==> src/common/noc_pkg.sv <==
package noc_pkg;

	// router ports.
	localparam int NUM_PORTS = 5;

	// mesh coordinate and payload widths.
	localparam int COORD_W = 3;
	localparam int DATA_W  = 16;

	// port number, also used as route and grant select.
	typedef logic [2:0] port_idx_t;

	localparam port_idx_t PORT_N = 3'd0; // toward larger y.
	localparam port_idx_t PORT_S = 3'd1; // toward smaller y.
	localparam port_idx_t PORT_W = 3'd2; // toward smaller x.
	localparam port_idx_t PORT_E = 3'd3; // toward larger x.
	localparam port_idx_t PORT_L = 3'd4; // local core.

	// one flit on a link, 23 bits wide.
	// every flit carries the destination; only the head's copy is routed.
	typedef struct packed {
		logic               head;  // first flit of a packet.
		logic [COORD_W-1:0] dst_y; // destination row.
		logic [COORD_W-1:0] dst_x; // destination column.
		logic [DATA_W-1:0]  data;  // payload word.
	} flit_t;

	// next-hop request from a route stage to the arbiters.
	typedef struct packed {
		logic      valid; // packet waiting for its output.
		port_idx_t port;  // requested output.
	} route_t;

endpackage

==> src/hw/flit_fifo.sv <==
`timescale 1ns/1ps

module flit_fifo #(
	parameter int FIFO_DEPTH = 4
) (
	input  logic           clk,
	input  logic           reset_i,
	input  logic           wr_i,
	input  noc_pkg::flit_t wr_flit_i,
	input  logic           pop_i,
	output noc_pkg::flit_t head_flit_o,
	output logic           not_empty_o,
	output logic           credit_o
);

	import noc_pkg::*;

	localparam int PTR_W = (FIFO_DEPTH > 1) ? $clog2(FIFO_DEPTH) : 1;
	localparam int CNT_W = $clog2(FIFO_DEPTH + 1);

	flit_t             mem [FIFO_DEPTH];
	logic [PTR_W-1:0]  wr_ptr;
	logic [PTR_W-1:0]  rd_ptr;
	logic [CNT_W-1:0]  count;
	logic              full;

	assign full        = (count == CNT_W'(FIFO_DEPTH));
	assign not_empty_o = (count != '0);
	assign head_flit_o = mem[rd_ptr]; // oldest flit, read without a pop.

	always_ff @(posedge clk) begin
		if (wr_i) begin
			mem[wr_ptr] <= wr_flit_i;
		end
	end

	always_ff @(posedge clk) begin
		if (reset_i) begin
			wr_ptr   <= '0;
			rd_ptr   <= '0;
			count    <= '0;
			credit_o <= 1'b0;
		end else begin
			if (wr_i) begin
				wr_ptr <= (wr_ptr == PTR_W'(FIFO_DEPTH - 1)) ? '0 : wr_ptr + 1'b1;
			end
			if (pop_i) begin
				rd_ptr <= (rd_ptr == PTR_W'(FIFO_DEPTH - 1)) ? '0 : rd_ptr + 1'b1;
			end
			case ({wr_i, pop_i})
				2'b10:   count <= count + 1'b1;
				2'b01:   count <= count - 1'b1;
				default: count <= count;
			endcase
			credit_o <= pop_i; // one credit per removed flit, next cycle.
		end
	end

	// the upstream sender only holds credits for free slots.
	a_no_overflow: assert property (@(posedge clk) disable iff (reset_i)
		!(wr_i && full))
		else $error("flit_fifo: write into a full buffer, credit rule broken");

	// a grant must never drain a buffer that has nothing in it.
	a_no_underflow: assert property (@(posedge clk) disable iff (reset_i)
		pop_i |-> not_empty_o)
		else $error("flit_fifo: pop from an empty buffer");

endmodule

==> src/hw/route/route_decode.sv <==
`timescale 1ns/1ps

module route_decode #(
	parameter int                PKT_FLITS = 4,
	parameter int                ROUTER_X  = 2,
	parameter int                ROUTER_Y  = 2,
	parameter noc_pkg::port_idx_t IN_PORT  = noc_pkg::PORT_N
) (
	input  logic            clk,
	input  logic            reset_i,
	input  noc_pkg::flit_t  head_flit_i,
	input  logic            not_empty_i,
	input  logic            sent_i,
	output noc_pkg::route_t route_o
);

	import noc_pkg::*;

	localparam int CNT_W = (PKT_FLITS > 1) ? $clog2(PKT_FLITS) : 1;

	localparam logic [COORD_W-1:0] MY_X = COORD_W'(ROUTER_X);
	localparam logic [COORD_W-1:0] MY_Y = COORD_W'(ROUTER_Y);

	port_idx_t        next_hop;
	logic             load_route;
	logic [CNT_W-1:0] flit_cnt;
	logic             last_flit;

	// yx order: resolve the row first, then the column.
	always_comb begin
		if (head_flit_i.dst_y > MY_Y) begin
			next_hop = PORT_N;
		end else if (head_flit_i.dst_y < MY_Y) begin
			next_hop = PORT_S;
		end else if (head_flit_i.dst_x > MY_X) begin
			next_hop = PORT_E;
		end else if (head_flit_i.dst_x < MY_X) begin
			next_hop = PORT_W;
		end else begin
			next_hop = PORT_L;
		end
	end

	assign load_route = !route_o.valid && not_empty_i && head_flit_i.head;
	assign last_flit  = sent_i && (flit_cnt == CNT_W'(PKT_FLITS - 1));

	always_ff @(posedge clk) begin
		if (reset_i) begin
			route_o.valid <= 1'b0;
			route_o.port  <= PORT_N;
			flit_cnt      <= '0;
		end else begin
			if (load_route) begin
				route_o.valid <= 1'b1;
				route_o.port  <= next_hop; // held for the whole packet.
			end else if (last_flit) begin
				route_o.valid <= 1'b0;
			end
			if (last_flit) begin
				flit_cnt <= '0;
			end else if (sent_i) begin
				flit_cnt <= flit_cnt + 1'b1; // packet tracker.
			end
		end
	end

	// a flit arriving from a neighbour never turns back toward it
	generate
		if (IN_PORT != PORT_L) begin : g_no_u_turn
			a_no_u_turn: assert property (@(posedge clk) disable iff (reset_i)
				route_o.valid |-> (route_o.port != IN_PORT))
				else $error("route_decode: packet routed back out of port %0d", IN_PORT);
		end
	endgenerate

	// flits only leave while this input holds a route.
	a_sent_routed: assert property (@(posedge clk) disable iff (reset_i)
		sent_i |-> route_o.valid)
		else $error("route_decode: flit sent without a valid route");

endmodule

==> src/hw/arbiter/output_arbiter.sv <==
`timescale 1ns/1ps

module output_arbiter #(
	parameter int                 FIFO_DEPTH = 4,
	parameter int                 PKT_FLITS  = 4,
	parameter noc_pkg::port_idx_t OUT_PORT   = noc_pkg::PORT_N
) (
	input  logic                                      clk,
	input  logic                                      reset_i,
	input  noc_pkg::route_t [noc_pkg::NUM_PORTS-1:0] routes_i,
	input  logic [noc_pkg::NUM_PORTS-1:0]             not_empty_i,
	input  logic                                      credit_i,
	output logic                                      grant_valid_o,
	output noc_pkg::port_idx_t                        grant_src_o,
	output logic                                      send_o
);

	import noc_pkg::*;

	localparam int CNT_W = (PKT_FLITS > 1) ? $clog2(PKT_FLITS) : 1;
	localparam int CRD_W = $clog2(FIFO_DEPTH + 1);

	logic [NUM_PORTS-1:0] req;
	port_idx_t            rr_ptr;
	port_idx_t            pick_src;
	logic                 pick_valid;
	logic [CNT_W-1:0]     flit_cnt;
	logic [CRD_W-1:0]     credit_cnt;

	always_comb begin
		for (int i = 0; i < NUM_PORTS; i++) begin
			req[i] = routes_i[i].valid && (routes_i[i].port == OUT_PORT);
		end
	end

	// scan from the far end so the closest request to the pointer wins
	always_comb begin
		int idx;
		pick_valid = 1'b0;
		pick_src   = PORT_N;
		for (int k = NUM_PORTS - 1; k >= 0; k--) begin
			idx = int'(rr_ptr) + k;
			if (idx >= NUM_PORTS) begin
				idx = idx - NUM_PORTS;
			end
			if (req[idx]) begin
				pick_valid = 1'b1;
				pick_src   = port_idx_t'(idx);
			end
		end
	end

	// flit leaves when granted, buffered and downstream has room.
	assign send_o = grant_valid_o && not_empty_i[grant_src_o] && (credit_cnt != '0);

	always_ff @(posedge clk) begin
		if (reset_i) begin
			grant_valid_o <= 1'b0;
			grant_src_o   <= PORT_N;
			rr_ptr        <= PORT_N;
			flit_cnt      <= '0;
		end else if (!grant_valid_o) begin
			if (pick_valid) begin
				grant_valid_o <= 1'b1;
				grant_src_o   <= pick_src;
			end
		end else if (send_o) begin
			if (flit_cnt == CNT_W'(PKT_FLITS - 1)) begin
				grant_valid_o <= 1'b0; // whole packet out.
				flit_cnt      <= '0;
				rr_ptr        <= (grant_src_o == port_idx_t'(NUM_PORTS - 1)) ?
					PORT_N : grant_src_o + 1'b1;
			end else begin
				flit_cnt <= flit_cnt + 1'b1;
			end
		end
	end

	// free slots in the downstream buffer.
	always_ff @(posedge clk) begin
		if (reset_i) begin
			credit_cnt <= CRD_W'(FIFO_DEPTH);
		end else begin
			case ({send_o, credit_i})
				2'b10:   credit_cnt <= credit_cnt - 1'b1;
				2'b01:   credit_cnt <= credit_cnt + 1'b1;
				default: credit_cnt <= credit_cnt;
			endcase
		end
	end

	// downstream returns no more credits than flits it was sent.
	a_credit_bound: assert property (@(posedge clk) disable iff (reset_i)
		(credit_i && !send_o) |-> (credit_cnt < CRD_W'(FIFO_DEPTH)))
		else $error("output_arbiter %0d: credit count above FIFO_DEPTH", OUT_PORT);

endmodule

==> src/hw/crossbar.sv <==
`timescale 1ns/1ps

module crossbar (
	input  logic                                         clk,
	input  logic                                         reset_i,
	input  noc_pkg::flit_t     [noc_pkg::NUM_PORTS-1:0] flits_i,
	input  logic               [noc_pkg::NUM_PORTS-1:0] grant_valid_i,
	input  noc_pkg::port_idx_t [noc_pkg::NUM_PORTS-1:0] grant_src_i,
	input  logic               [noc_pkg::NUM_PORTS-1:0] send_i,
	output logic               [noc_pkg::NUM_PORTS-1:0] pop_o,
	output logic               [noc_pkg::NUM_PORTS-1:0] out_valid_o,
	output noc_pkg::flit_t     [noc_pkg::NUM_PORTS-1:0] out_flit_o
);

	import noc_pkg::*;

	// pop_mat[input][output] marks output sending from input.
	logic [NUM_PORTS-1:0][NUM_PORTS-1:0] pop_mat;

	always_comb begin
		for (int i = 0; i < NUM_PORTS; i++) begin
			for (int j = 0; j < NUM_PORTS; j++) begin
				pop_mat[i][j] = send_i[j] && (grant_src_i[j] == port_idx_t'(i));
			end
			pop_o[i] = |pop_mat[i]; // also the flit-sent strobe.
		end
	end

	always_ff @(posedge clk) begin
		if (reset_i) begin
			out_valid_o <= '0;
		end else begin
			out_valid_o <= send_i;
		end
	end

	always_ff @(posedge clk) begin
		for (int j = 0; j < NUM_PORTS; j++) begin
			if (send_i[j]) begin
				out_flit_o[j] <= flits_i[grant_src_i[j]];
			end
		end
	end

	// whole-packet grants mean one input feeds at most one output.
	generate
		for (genvar i = 0; i < NUM_PORTS; i++) begin : g_pop_chk
			a_single_pop: assert property (@(posedge clk) disable iff (reset_i)
				$onehot0(pop_mat[i]))
				else $error("crossbar: input %0d popped by two outputs", i);
		end
	endgenerate

	a_send_granted: assert property (@(posedge clk) disable iff (reset_i)
		(send_i & ~grant_valid_i) == '0)
		else $error("crossbar: send strobe without a grant");

endmodule

==> src/hw/router_top.sv <==
`timescale 1ns/1ps

module router_top #(
	parameter int FIFO_DEPTH = 4,
	parameter int PKT_FLITS  = 4,
	parameter int ROUTER_X   = 2,
	parameter int ROUTER_Y   = 2
) (
	input  logic                                     clk,
	input  logic                                     reset_i,
	input  logic           [noc_pkg::NUM_PORTS-1:0] in_valid_i,
	input  noc_pkg::flit_t [noc_pkg::NUM_PORTS-1:0] in_flit_i,
	input  logic           [noc_pkg::NUM_PORTS-1:0] out_credit_i,
	output logic           [noc_pkg::NUM_PORTS-1:0] in_credit_o,
	output logic           [noc_pkg::NUM_PORTS-1:0] out_valid_o,
	output noc_pkg::flit_t [noc_pkg::NUM_PORTS-1:0] out_flit_o
);

	import noc_pkg::*;

	flit_t     [NUM_PORTS-1:0] head_flit;   // buffer heads, per input.
	logic      [NUM_PORTS-1:0] not_empty;
	logic      [NUM_PORTS-1:0] pop;         // pop and flit-sent, per input.
	route_t    [NUM_PORTS-1:0] routes;
	logic      [NUM_PORTS-1:0] grant_valid; // per output.
	port_idx_t [NUM_PORTS-1:0] grant_src;
	logic      [NUM_PORTS-1:0] send;

	generate
		for (genvar i = 0; i < NUM_PORTS; i++) begin : g_input
			flit_fifo #(
				.FIFO_DEPTH(FIFO_DEPTH)
			) u_flit_fifo (
				.clk        (clk),
				.reset_i    (reset_i),
				.wr_i       (in_valid_i[i]),
				.wr_flit_i  (in_flit_i[i]),
				.pop_i      (pop[i]),
				.head_flit_o(head_flit[i]),
				.not_empty_o(not_empty[i]),
				.credit_o   (in_credit_o[i])
			);

			route_decode #(
				.PKT_FLITS(PKT_FLITS),
				.ROUTER_X (ROUTER_X),
				.ROUTER_Y (ROUTER_Y),
				.IN_PORT  (port_idx_t'(i))
			) u_route_decode (
				.clk        (clk),
				.reset_i    (reset_i),
				.head_flit_i(head_flit[i]),
				.not_empty_i(not_empty[i]),
				.sent_i     (pop[i]),
				.route_o    (routes[i])
			);
		end

		for (genvar j = 0; j < NUM_PORTS; j++) begin : g_output
			output_arbiter #(
				.FIFO_DEPTH(FIFO_DEPTH),
				.PKT_FLITS (PKT_FLITS),
				.OUT_PORT  (port_idx_t'(j))
			) u_output_arbiter (
				.clk          (clk),
				.reset_i      (reset_i),
				.routes_i     (routes),
				.not_empty_i  (not_empty),
				.credit_i     (out_credit_i[j]),
				.grant_valid_o(grant_valid[j]),
				.grant_src_o  (grant_src[j]),
				.send_o       (send[j])
			);
		end
	endgenerate

	crossbar u_crossbar (
		.clk          (clk),
		.reset_i      (reset_i),
		.flits_i      (head_flit),
		.grant_valid_i(grant_valid),
		.grant_src_i  (grant_src),
		.send_i       (send),
		.pop_o        (pop),
		.out_valid_o  (out_valid_o),
		.out_flit_o   (out_flit_o)
	);

endmodule

==> config.mk <==
export PLATFORM = sky130hd
export DESIGN_NAME = router_top
export DESIGN_NICKNAME = d
export VERILOG_FILES = /design/src/common/noc_pkg.sv /design/src/hw/flit_fifo.sv /design/src/hw/route/route_decode.sv /design/src/hw/arbiter/output_arbiter.sv /design/src/hw/crossbar.sv /design/src/hw/router_top.sv
export SDC_FILE = /design/constraint.sdc
export NUM_CORES = 1
export LEC_CHECK = 0
export BUFFER_PORTS_ARGS = -buffer_cell sky130_fd_sc_hd__buf_2
export CORE_ASPECT_RATIO = 1.75
export CORE_MARGIN = 2
export CORE_UTILIZATION = 55
export DETAILED_ROUTE_END_ITERATION = 10
export PLACE_DENSITY_LB_ADDON = 0.1
export SYNTH_ARGS = -nofsm -noshare
export SYNTH_HDL_FRONTEND = slang
export SYNTH_SLANG_ARGS = --single-unit
==> constraint.sdc <==
create_clock -name clk -period 4.49 [get_ports clk]
set_clock_uncertainty 0.05 [all_clocks]
set_input_delay 0.6735 -clock clk [delete_from_list [all_inputs] [get_ports clk]]
set_output_delay 0.6735 -clock clk [all_outputs]
set_load 0.005 [all_outputs]
Word-level counts from Yosys, hierarchy flattened --
Memory sizes are Yosys's and may differ from the RTL's. A register that Yosys moved wholly into a read port is not among the register bits. Cells that the tools add are included.
Word-level totals: bits in registers 250, memory bits (writable) 460, input bits 127, logic and storage cells 746, memories 5
Operators by class: add/sub/neg operators 90, magnitude comparators 75, equality and inequality tests 80, muxes and demuxes 270, bitwise logic cells 5, reductions and logical operators 140
Memory list:
- g_input[0].u_flit_fifo.mem | words 4, width 23, read ports 1, clocked after Yosys merged registers in 1, wr ports 1, RTL line flit_fifo.sv:21 | flit_t mem [FIFO_DEPTH];
- g_input[1].u_flit_fifo.mem | words 4, width 23, read ports 1, clocked after Yosys merged registers in 1, wr ports 1, RTL line flit_fifo.sv:21
- g_input[2].u_flit_fifo.mem | words 4, width 23, read ports 1, clocked after Yosys merged registers in 1, wr ports 1, RTL line flit_fifo.sv:21
- g_input[3].u_flit_fifo.mem | words 4, width 23, read ports 1, clocked after Yosys merged registers in 1, wr ports 1, RTL line flit_fifo.sv:21
- g_input[4].u_flit_fifo.mem | words 4, width 23, read ports 1, clocked after Yosys merged registers in 1, wr ports 1, RTL line flit_fifo.sv:21
Operators by type and width (count):
- $lt 32x5->1 const B | 25
- $mux 32 | 25
- $ge 32x4->1 const B | 20
- $sub 32x4->32 const B | 20
- $bmux 23 s3 | 5
- $mux 3 | 50
- $mux 1 | 120
- $mux 23 | 5
- $bmux 1 s3 | 30
- $logic_and 1x1->1 | 75
- $eq 2x2->1 const B | 30
- $eq 3x2->1 const B | 20
- $pmux 3 s2 | 10
- $mux 2 | 25
- $add 3x1->3 const B | 15
- $add 2x1->2 const B | 20
- $add 3x2->4 const B | 10
- $eq 3x1->1 const B | 10
- $eq 3x3->1 const B | 10
- $gt 3x2->1 const B | 10
- $logic_not 3->1 | 10
- $lt 3x2->1 const B | 10
- $reduce_bool 2->1 | 15
- $reduce_bool 3->1 | 10
- other kinds (13) | 80

Longest topological paths before layout --
Gate-level depths: netlist (run 1).
depth after elaboration 13, gate-level depth with buffers 16, depth with buffers taken out 14

Cells and area by module --
Synthesis (run 1) repeated with hierarchy kept, for this count alone.
Unflattened totals: cell total of the unflattened synthesis 2734, area, all modules 37821.3 um2
By module, submodules not included:
- flit_fifo | instances 5, cells each 166, area an instance 3813.7 um2
- crossbar | instances 1, cells each 703, area an instance 8343.0 um2
- output_arbiter at g_output[2].u_output_arbiter | instances 1, cells each 206, area an instance 1836.8 um2
- output_arbiter at g_output[4].u_output_arbiter | instances 1, cells each 215, area an instance 1831.8 um2
- output_arbiter at g_output[3].u_output_arbiter | instances 1, cells each 228, area an instance 1828.0 um2
- output_arbiter at g_output[0].u_output_arbiter | instances 1, cells each 202, area an instance 1769.2 um2
- output_arbiter at g_output[1].u_output_arbiter | instances 1, cells each 200, area an instance 1730.4 um2
- route_decode | instances 5, cells each 30, area an instance 282.8 um2

Worst setup path after synthesis (run 1) --
OpenSTA, ideal clock, no wires.
path type register to register, start point register g_output[2].u_output_arbiter.grant_src_o[1], end point register g_input[3].u_flit_fifo.count[2], setup time 0.070 ns, arrival 4.135 ns, path slack 0.235 ns, stages on the path, launching flop included 16, buffers on the path 2, period minus slack after synthesis 4.255 ns, cells stage by stage dfxtp_1 > clkbuf_1 > inv_2 > mux4_2 > nor2_1 > a211oi_2 > a222oi_1 > and3_1 > buf_2 > inv_1 > ha_1 > inv_1 > fa_1 > xor2_1 > or3_1 > a21oi_1
Between the ends: word-level cells in the longest chain between the ends 8, elaborated cells on any way between the ends 11, classes of those cells 3 x eq/ne; 3 x mux; 5 x reduce/logical
RTL lines:
- from (decl) | RTL line output_arbiter.sv:14 | output noc_pkg::port_idx_t grant_src_o,
- from (signal assigned) | RTL line output_arbiter.sv:65 | grant_src_o <= pick_src;
- $bmux 1 s3 (*) | RTL line output_arbiter.sv:54 | assign send_o = grant_valid_o && not_empty_i[grant_src_o] && (credit_cnt != '0);
- $mux 1 (implied by the code) (*) | RTL line output_arbiter.sv:54
- $logic_and 1x1->1 (*) (2 in a row) | RTL line output_arbiter.sv:54
- net g_output[2].u_output_arbiter.send_o | RTL line output_arbiter.sv:15 | output logic send_o
- $logic_and 1x1->1 (*) | RTL line crossbar.sv:23 | pop_mat[i][j] = send_i[j] && (grant_src_i[j] == port_idx_t'(i));
- $reduce_or 5->1 (*) | RTL line crossbar.sv:25 | pop_o[i] = |pop_mat[i];
- net g_input[3].u_flit_fifo.pop_i | RTL line flit_fifo.sv:10 | input logic pop_i,
- $eq 2x1->1 or $eq 2x2->1 (tied branches) | RTL line flit_fifo.sv:50 | case ({wr_i, pop_i})
- $pmux 3 s2 or $reduce_bool 2->1 (tied branches)
- to (signal assigned) | RTL line flit_fifo.sv:51 | 2'b10: count <= count + 1'b1;
- to (signal assigned) | RTL line flit_fifo.sv:52 | 2'b01: count <= count - 1'b1;
- to (signal assigned) | RTL line flit_fifo.sv:53 | default: count <= count;
- to (decl) | RTL line flit_fifo.sv:24 | logic [CNT_W-1:0] count;
Mark *: on every way through the listed nets, which the timed path passes. The rest lies on a longest branch. The select of a mux whose other input is x is not followed. A chain may end at the register's enable or synchronous reset.

Worst setup path in the final report (run 1) --
start point register g_output[4].u_output_arbiter.rr_ptr[0], end point register g_output[4].u_output_arbiter.grant_src_o[1]
Between the ends: word-level cells in the longest chain between the ends 12, elaborated cells on any way between the ends 45, classes of those cells 9 x add/sub; 5 x order compare; 30 x mux; 1 x reduce/logical
RTL lines:
- from (decl) | RTL line output_arbiter.sv:24 | port_idx_t rr_ptr;
- from (signal assigned) | RTL line output_arbiter.sv:71 | rr_ptr <= (grant_src_o == port_idx_t'(NUM_PORTS - 1)) ?
- $add 3x3->4 | RTL line output_arbiter.sv:42 | idx = int'(rr_ptr) + k;
- $sub 32x4->32 or $ge 32x4->1 (tied branches) | RTL line output_arbiter.sv:44, output_arbiter.sv:43
- $mux 32 | RTL line output_arbiter.sv:43 | if (idx >= NUM_PORTS) begin
- $bmux 1 s3 | RTL line output_arbiter.sv:46 | if (req[idx]) begin
- $mux 1 (implied by the code) (2 in a row) | RTL line output_arbiter.sv:46
- $mux 1 (5 in a row) | RTL line output_arbiter.sv:46
- $reduce_and 2->1 (no source line)
- to (signal assigned) | RTL line output_arbiter.sv:65
- to (decl) | RTL line output_arbiter.sv:14
Parallel ways exist; a longest one is shown, timed or not. The select of a mux whose other input is x is not followed.

==> results.json, run 1 <==
{
  "status": "completed",
  "path_delay_family": "buffers and inverters",
  "grt_pass1_wl_um": 165000,
  "first_iter_violations": 2264,
  "vias": 24900,
  "syn_area_um2": 35900,
  "grt_use_total": 0.339,
  "start_util": 0.557,
  "timing.critical_path.cells": "clkinv_1, ha_1, clkinv_1, xnor2_1, mux4_2, and2_4, a2111oi_0, nand2_1, a311oi_1",
  "dieArea_um2": 67400,
  "slowest_stage": "dfxtp_1",
  "cts_resized": 0,
  "rsz0062_at_grt": "no",
  "crit_type": "reg2reg",
  "worstSetupStartpointType": "register",
  "place_hpwl_um": 82000,
  "clkSinkCount": 720,
  "antenna_found_initial": 17,
  "cpMostUsedCell": "clkinv_1",
  "port_buffers": 251,
  "cts_tree": "built",
  "rows": 123,
  "yosysTopAreaCellShare": 0.481,
  "intPower_uw": 12600,
  "pwr-share-seq": 0.457,
  "setup_violations": 0,
  "required_ns": 4.97,
  "worst_pin_slew_ns": 1.31,
  "syn_inst": 2693,
  "drt-wirelength-per-cell_um": 29.4,
  "finalHoldViolCount": 0,
  "core_um2": 64500,
  "maxSlewHeadroom": 0.122,
  "drv_slew": 0,
  "clkTransAtPathRegs_ns": 0.07,
  "nFillCells": 4900,
  "p_leak_uw": 0.0145,
  "reg2reg_depth": 9,
  "ioPinCount": 252,
  "critPathArrivalTime_ns": 4.40,
  "pwr-share-clk": 0.339,
  "drc": 0,
  "layout_commonest_cell": "edfxtp_1",
  "synth_edf_count": 575,
  "final_nets": 3213,
  "avgViaCountPerCell": 6.52,
  "cap_violations": 0,
  "ys_ff_latch": 720,
  "syn-num-nets": 2954,
  "yosys_warnings": 0,
  "reg2reg_to": "g_output[4].u_output_arbiter.grant_src_o[1]",
  "switchingPower_uw": 5070,
  "reg2reg_slack_ns": 0.58,
  "p_comb_frac": 0.205,
  "switching_share": 0.287,
  "synth.area.top_cells": "edfxtp_1 (48%), mux4_2 (12%), dfxtp_1 (8.1%), ha_1 (4.1%), a21oi_1 (2.8%)",
  "ctsHoldBuffers": 0,
  "grt_max_degree": 52,
  "regArea_um2": 20200,
  "cp.depth": 9,
  "vdd_drop_max_mv": 0.431,
  "slowest_delay_ns": 0.62,
  "drtPass1Iterations": 5,
  "post_cts_buffers": 0,
  "critPathBufInv": 2,
  "hold_class": "in2reg",
  "finalSetupTns_ns": 0,
  "dp_slack_ns": 0.626,
  "crit_path_end_kind": "register",
  "ant_nets": 0,
  "grt_pass1_vias": 25400,
  "worstSkewPairLatency_ns": 0.64,
  "synthArstFlopShare": 0,
  "die_h_um": 342,
  "crit_end": "g_output[4].u_output_arbiter.grant_src_o[1]",
  "clockBufferDepth": 3,
  "multi_input_area_um2": 14800,
  "synth.largest_area_cell": "edfxtp_1",
  "clock.fmax_mhz": 256,
  "yosysUniqueCellTypes": 95,
  "layout_common_cells": "edfxtp_1 (575), buf_2 (250), nand2_1 (215), a21oi_1 (200), mux4_2 (189)",
  "powerDensity_nw_per_um2": 436,
  "yosysSeqAreaShare": 0.562,
  "cts_root_buf": "clkbuf_16",
  "worstSetupStartpoint": "g_output[4].u_output_arbiter.rr_ptr[0]",
  "setup_slack_ns": 0.576,
  "syn_area_per_cell_um2": 13.3,
  "grt-ovfl-total": 0,
  "rr_startpoint": "g_output[4].u_output_arbiter.rr_ptr[0]",
  "h-tree-depth": 3,
  "cp_max_fo": 11,
  "wl_um": 112000,
  "finalCritPeriodShare": 0.872,
  "gp_congestion": 0.995,
  "drive_gt1_frac": 0.231,
  "synth_ff_type": "edfxtp_1",
  "area_growth_pct": 13.1,
  "fp.dieW_um": 197,
  "post-route-min-period_ns": 3.91,
  "cts_buffers": 68
}
==> state kept, by name, summed over array words and instances, names as in the netlist, 10 cells and up, named ones only <==
register / flops
u_crossbar.out_flit_o: 115
g_input.u_flit_fifo.count: 15
g_input.u_flit_fifo.rd_ptr: 10
g_output.u_output_arbiter.grant_src_o: 15
g_input.u_route_decode.route_o: 20
g_input.u_route_decode.flit_cnt: 10
g_input.u_flit_fifo.mem: 460
g_input.u_flit_fifo.wr_ptr: 10
g_output.u_output_arbiter.credit_cnt: 15
g_output.u_output_arbiter.rr_ptr: 15
g_output.u_output_arbiter.flit_cnt: 10
==> how the worst min path moves through the flow <==
stage	startpoint	to	slack (ns)	depth (start not counted)
3_3_place_gp	g_input[0].u_route_decode.flit_cnt[1]	g_input[0].u_route_decode.flit_cnt[1]	0.39	2
5_1_grt	in_flit_i[55]	g_input[2].u_flit_fifo.mem[3][9]	0.19	1
4_1_cts	in_flit_i[75]	g_input[3].u_flit_fifo.mem[0][6]	0.17	1
2_1_floorplan	g_input[3].u_route_decode.flit_cnt[1]	g_input[3].u_route_decode.flit_cnt[1]	0.39	2
6_report	in_flit_i[44]	g_input[1].u_flit_fifo.mem[3][21]	0.19	1
3_5_place_dp	g_input[3].u_route_decode.flit_cnt[1]	g_input[3].u_route_decode.flit_cnt[1]	0.40	2
==> synthesized netlist by cell type, types with 18 or more instances <==
master,instances
a22o_1,86
ha_1,119
nor3b_1,22
nand2_1,215
clkbuf_1,100
nor3_1,43
xnor2_1,23
and2_1,34
or3_1,35
nor2_1,169
nand3_1,28
o21ai_0,106
mux4_2,189
xor2_1,20
edfxtp_1,575
inv_1,93
o22ai_1,45
mux2_2,18
buf_1,18
a21oi_1,200
nand2b_1,24
mux2i_1,83
dfxtp_1,145
==> metal layers <==
layer / wire length, um / track usage / up-vias
li1: - / - / 11000
met1: 37500 / 0.374 / 12400
met2: 57500 / 0.592 / 1175
met3: 8040 / 0.0566 / 352
met4: 9300 / 0.244 / 8
met5: 42 / 0 / -
==> layout make-up <==
cell class | count | area share
tap | 812 | 0.0250
antenna | 11 | 0.000678
inverter | 108 | 0.00999
timing repair buffer | 325 | 0.0447
multi-input combinational | 1729 | 0.366
sequential | 720 | 0.497
clock buffer | 76 | 0.0429
clock inverter | 47 | 0.0140
==> kinds of logic after synthesis <==
family / count (synthesis) / synth area share
AO/OA/AOI/OAI: 581 / 0.106
buffers and inverters: 244 / 0.0266
multiplexers: 290 / 0.147
adder cells (fa/ha/maj): 134 / 0.0499
XOR/XNOR: 43 / 0.0105
flip-flops: 720 / 0.562
AND/OR/NAND/NOR: 681 / 0.0975
==> power by group through the flow <==
| stage | Combinational, uW | Sequential, uW | Clock, uW |
|---|---|---|---|
| final | 3620 | 8080 | 5990 |
| after global routing | 3850 | 8110 | 6280 |
| after CTS | 3570 | 8070 | 6050 |
| after detailed placement | 3550 | 8210 | 0 |
| after global placement | 3470 | 8190 | 0 |
| after floorplan | 2360 | 8060 | 0 |
==> through the flow <==
stage | hold WS (ns) | area, um^2 | std cells | power (uW) | utilization
after floorplan | 0.386 | 35900 | 2693 | 10400 | -
after global placement | 0.393 | 38200 | 3694 | 11700 | 0.593
after detailed placement | 0.402 | 38200 | 3694 | 11800 | 0.593
after CTS | 0.169 | 40600 | 3817 | 17700 | 0.629
after global routing | 0.187 | 40600 | 3818 | 18200 | 0.629
final | 0.194 | 40600 | 3828 | 17700 | 0.629
Note: power is estimated with default switching activity, not from simulation.
==> inputs of run 2 (changes only) <==
Settings changed: ABC_AREA from default to 1.
==> run 2 against run 1 <==
- critical path depth grew 9
- first-iteration DRC count increased by 24%
- global-route usage grew 1.7 points
- sequential power increased by 2%
- core utilization down 1.6 points
- flip-flop and latch count unchanged
- routed wire length is 8.1% higher
- synthesized area is 0.91% higher
- via count up 20%
- clock power decreased by 13%
- total power is 8.0% higher
- critical endpoint is now g_input[2].u_flit_fifo.count[2]
- largest power group unchanged
==> results.json, run 2 <==
{
  "vias": 29900,
  "syn_area_um2": 36200,
  "hold_class": "in2reg",
  "critPathArrivalTime_ns": 4.13,
  "regArea_um2": 20200,
  "largest_reg_flops": 460,
  "clkSinkCount": 720,
  "nFillCells": 5618,
  "top_regs": "g_input.u_flit_fifo.mem (460), u_crossbar.out_flit_o (115), g_input.u_route_decode.route_o (20)",
  "ys_ff_latch": 720,
  "yosysTopAreaCellShare": 0.477,
  "vdd_drop_max_mv": 0.480,
  "area_growth_pct": 10.6,
  "multi_input_area_um2": 14300,
  "core_um2": 65300,
  "worstSetupStartpointType": "register",
  "fin_area_um2": 40100,
  "yosys.cell_count.top_type": "nand2_1",
  "powerDensity_nw_per_um2": 477,
  "grt_use_total": 0.356,
  "dpl_cell_area_um2": 38100,
  "syn_inst": 3799,
  "placedCellCount": 4799,
  "post_cts_buffers": 0,
  "drc": 0,
  "maxSlewHeadroom": 0.125,
  "cts_tree": "built",
  "start_util": 0.554,
  "syn-num-nets": 4060,
  "drive_gt1_frac": 0.126,
  "worst_pin_slew_ns": 1.31,
  "utilization": 0.613,
  "drtPass1Iterations": 6,
  "clock.fmax_mhz": 275,
  "cp_max_fo": 21,
  "die_h_um": 343,
  "clkTransAtPathRegs_ns": 0.07,
  "first_iter_violations": 2816,
  "grt-ovfl-total": 0,
  "yosysUniqueCellTypes": 64,
  "place_hpwl_um": 87100,
  "finalHoldViolCount": 0,
  "layout_common_cells": "nand2_1 (987), edfxtp_1 (575), o21ai_0 (319), a21oi_1 (299), buf_2 (251)",
  "grt_pass1_vias": 28300,
  "syn_area_per_cell_um2": 9.53,
  "rsz0062_at_grt": "no",
  "synth_ff_type": "edfxtp_1",
  "rows": 124,
  "drt-wirelength-per-cell_um": 24.7,
  "top_register": "g_input.u_flit_fifo.mem",
  "final_nets": 4241,
  "fp.dieW_um": 198,
  "clockBufferDepth": 3,
  "crit_path_end_kind": "register",
  "cap_violations": 0,
  "grt_max_degree": 60,
  "drv_slew": 0,
  "layout_commonest_cell": "nand2_1",
  "yosysSeqAreaShare": 0.557,
  "cts_buffers": 61,
  "cts_resized": 0,
  "finalCritPeriodShare": 0.810,
  "dieArea_um2": 68000,
  "avgViaCountPerCell": 6.08,
  "yosys_warnings": 0,
  "cts_root_buf": "clkbuf_16",
  "port_buffers": 251,
  "antenna_found_initial": 6,
  "grt_pass1_wl_um": 176000,
  "worstSkewPairLatency_ns": 0.65,
  "finalSetupTns_ns": 0,
  "ioPinCount": 252,
  "netlist_top_cells_count": "nand2_1 (987), edfxtp_1 (575), o21ai_0 (319)",
  "synth.area.top_cells": "edfxtp_1 (48%), nand2_1 (10%), dfxtp_1 (8.0%), o21ai_0 (4.4%), a21oi_1 (4.1%)",
  "fin_cells": 4917,
  "synthArstFlopShare": 0,
  "status": "completed",
  "wl_um": 121000,
  "synth.largest_area_cell": "edfxtp_1",
  "ctsHoldBuffers": 0,
  "p_leak_uw": 0.0163,
  "required_ns": 4.98,
  "gp_congestion": 1.02,
  "setup_violations": 0,
  "synth_edf_count": 575,
  "h-tree-depth": 2,
  "crit_type": "reg2reg",
  "post-route-min-period_ns": 3.64,
  "ant_nets": 0
}
==> run 2: final timing paths <==
path | slack [ns] | cells past startpoint | from | end
setup / recovery | 0.85 | 18 | g_output[0].u_output_arbiter.grant_src_o[1] | g_input[2].u_flit_fifo.count[2]
hold / removal | 0.18 | 1 | in_flit_i[77] | g_input[3].u_flit_fifo.mem[3][8]
setup reg to reg | 0.85 | 18 | g_output[0].u_output_arbiter.grant_src_o[1] | g_input[2].u_flit_fifo.count[2]
hold reg to reg | 0.40 | 1 | g_input[3].u_flit_fifo.count[0] | g_input[3].u_flit_fifo.count[0]
==> run 2: kinds of logic after synthesis <==
group           synth area share
compound gates             0.156
xor+xnor                 0.00905
fa+ha+maj                 0.0494
buf+inv                   0.0492
flops                      0.557
simple gates               0.180
==> run 2: stage by stage <==
step                hold slack, ns  power (uW)  worst slack (ns)
floorplan                    0.372       11400              1.21
global placement             0.385       13700              1.04
detailed placement           0.398       13700             0.983
CTS                          0.162       18800             0.926
global route                 0.162       19700             0.595
finish                       0.180       19100             0.855
==> run 2: critical path, stage by stage, from the launching register on <==
cell and delay (ns):
dfxtp_1 0.32, inv_2 0.27, nand2_2 0.35, inv_2 0.21
a21oi_1 0.11, nor3_2 0.27, nand2_2 0.15, nor2_1 0.30
nand2_1 0.12, nand2_1 0.08, nor2_1 0.05, nand2_2 0.12
ha_1 0.16, inv_1 0.07, fa_1 0.38, a21oi_1 0.15
o21ai_0 0.12, o21ai_0 0.17, a21oi_1 0.05
==> run 2: final cells by class <==
class	instances	area share
sequential	720	0.504
multi-input combinational	2631	0.356
clock buffer	73	0.0403
timing repair buffer	282	0.0372
tap	882	0.0276
inverter	284	0.0268
clock inverter	37	0.00778
antenna	8	0.000500
==> run 2: metal layers <==
layer,up-vias,global-route usage,share of wire
met5,-,0,0.00011
met1,14200,0.395,0.35
li1,13800,-,-
met2,1422,0.602,0.49
met3,486,0.0673,0.071
met4,2,0.278,0.090
==> run 2: where the power goes <==
group | leakage, uW | switching (uW) | total [uW] | internal (uW)
logic | 0.00895 | 4130 | 5650 | 1520
clock network | 0.000917 | 2420 | 5210 | 2800
registers | 0.00645 | 303 | 8250 | 7950
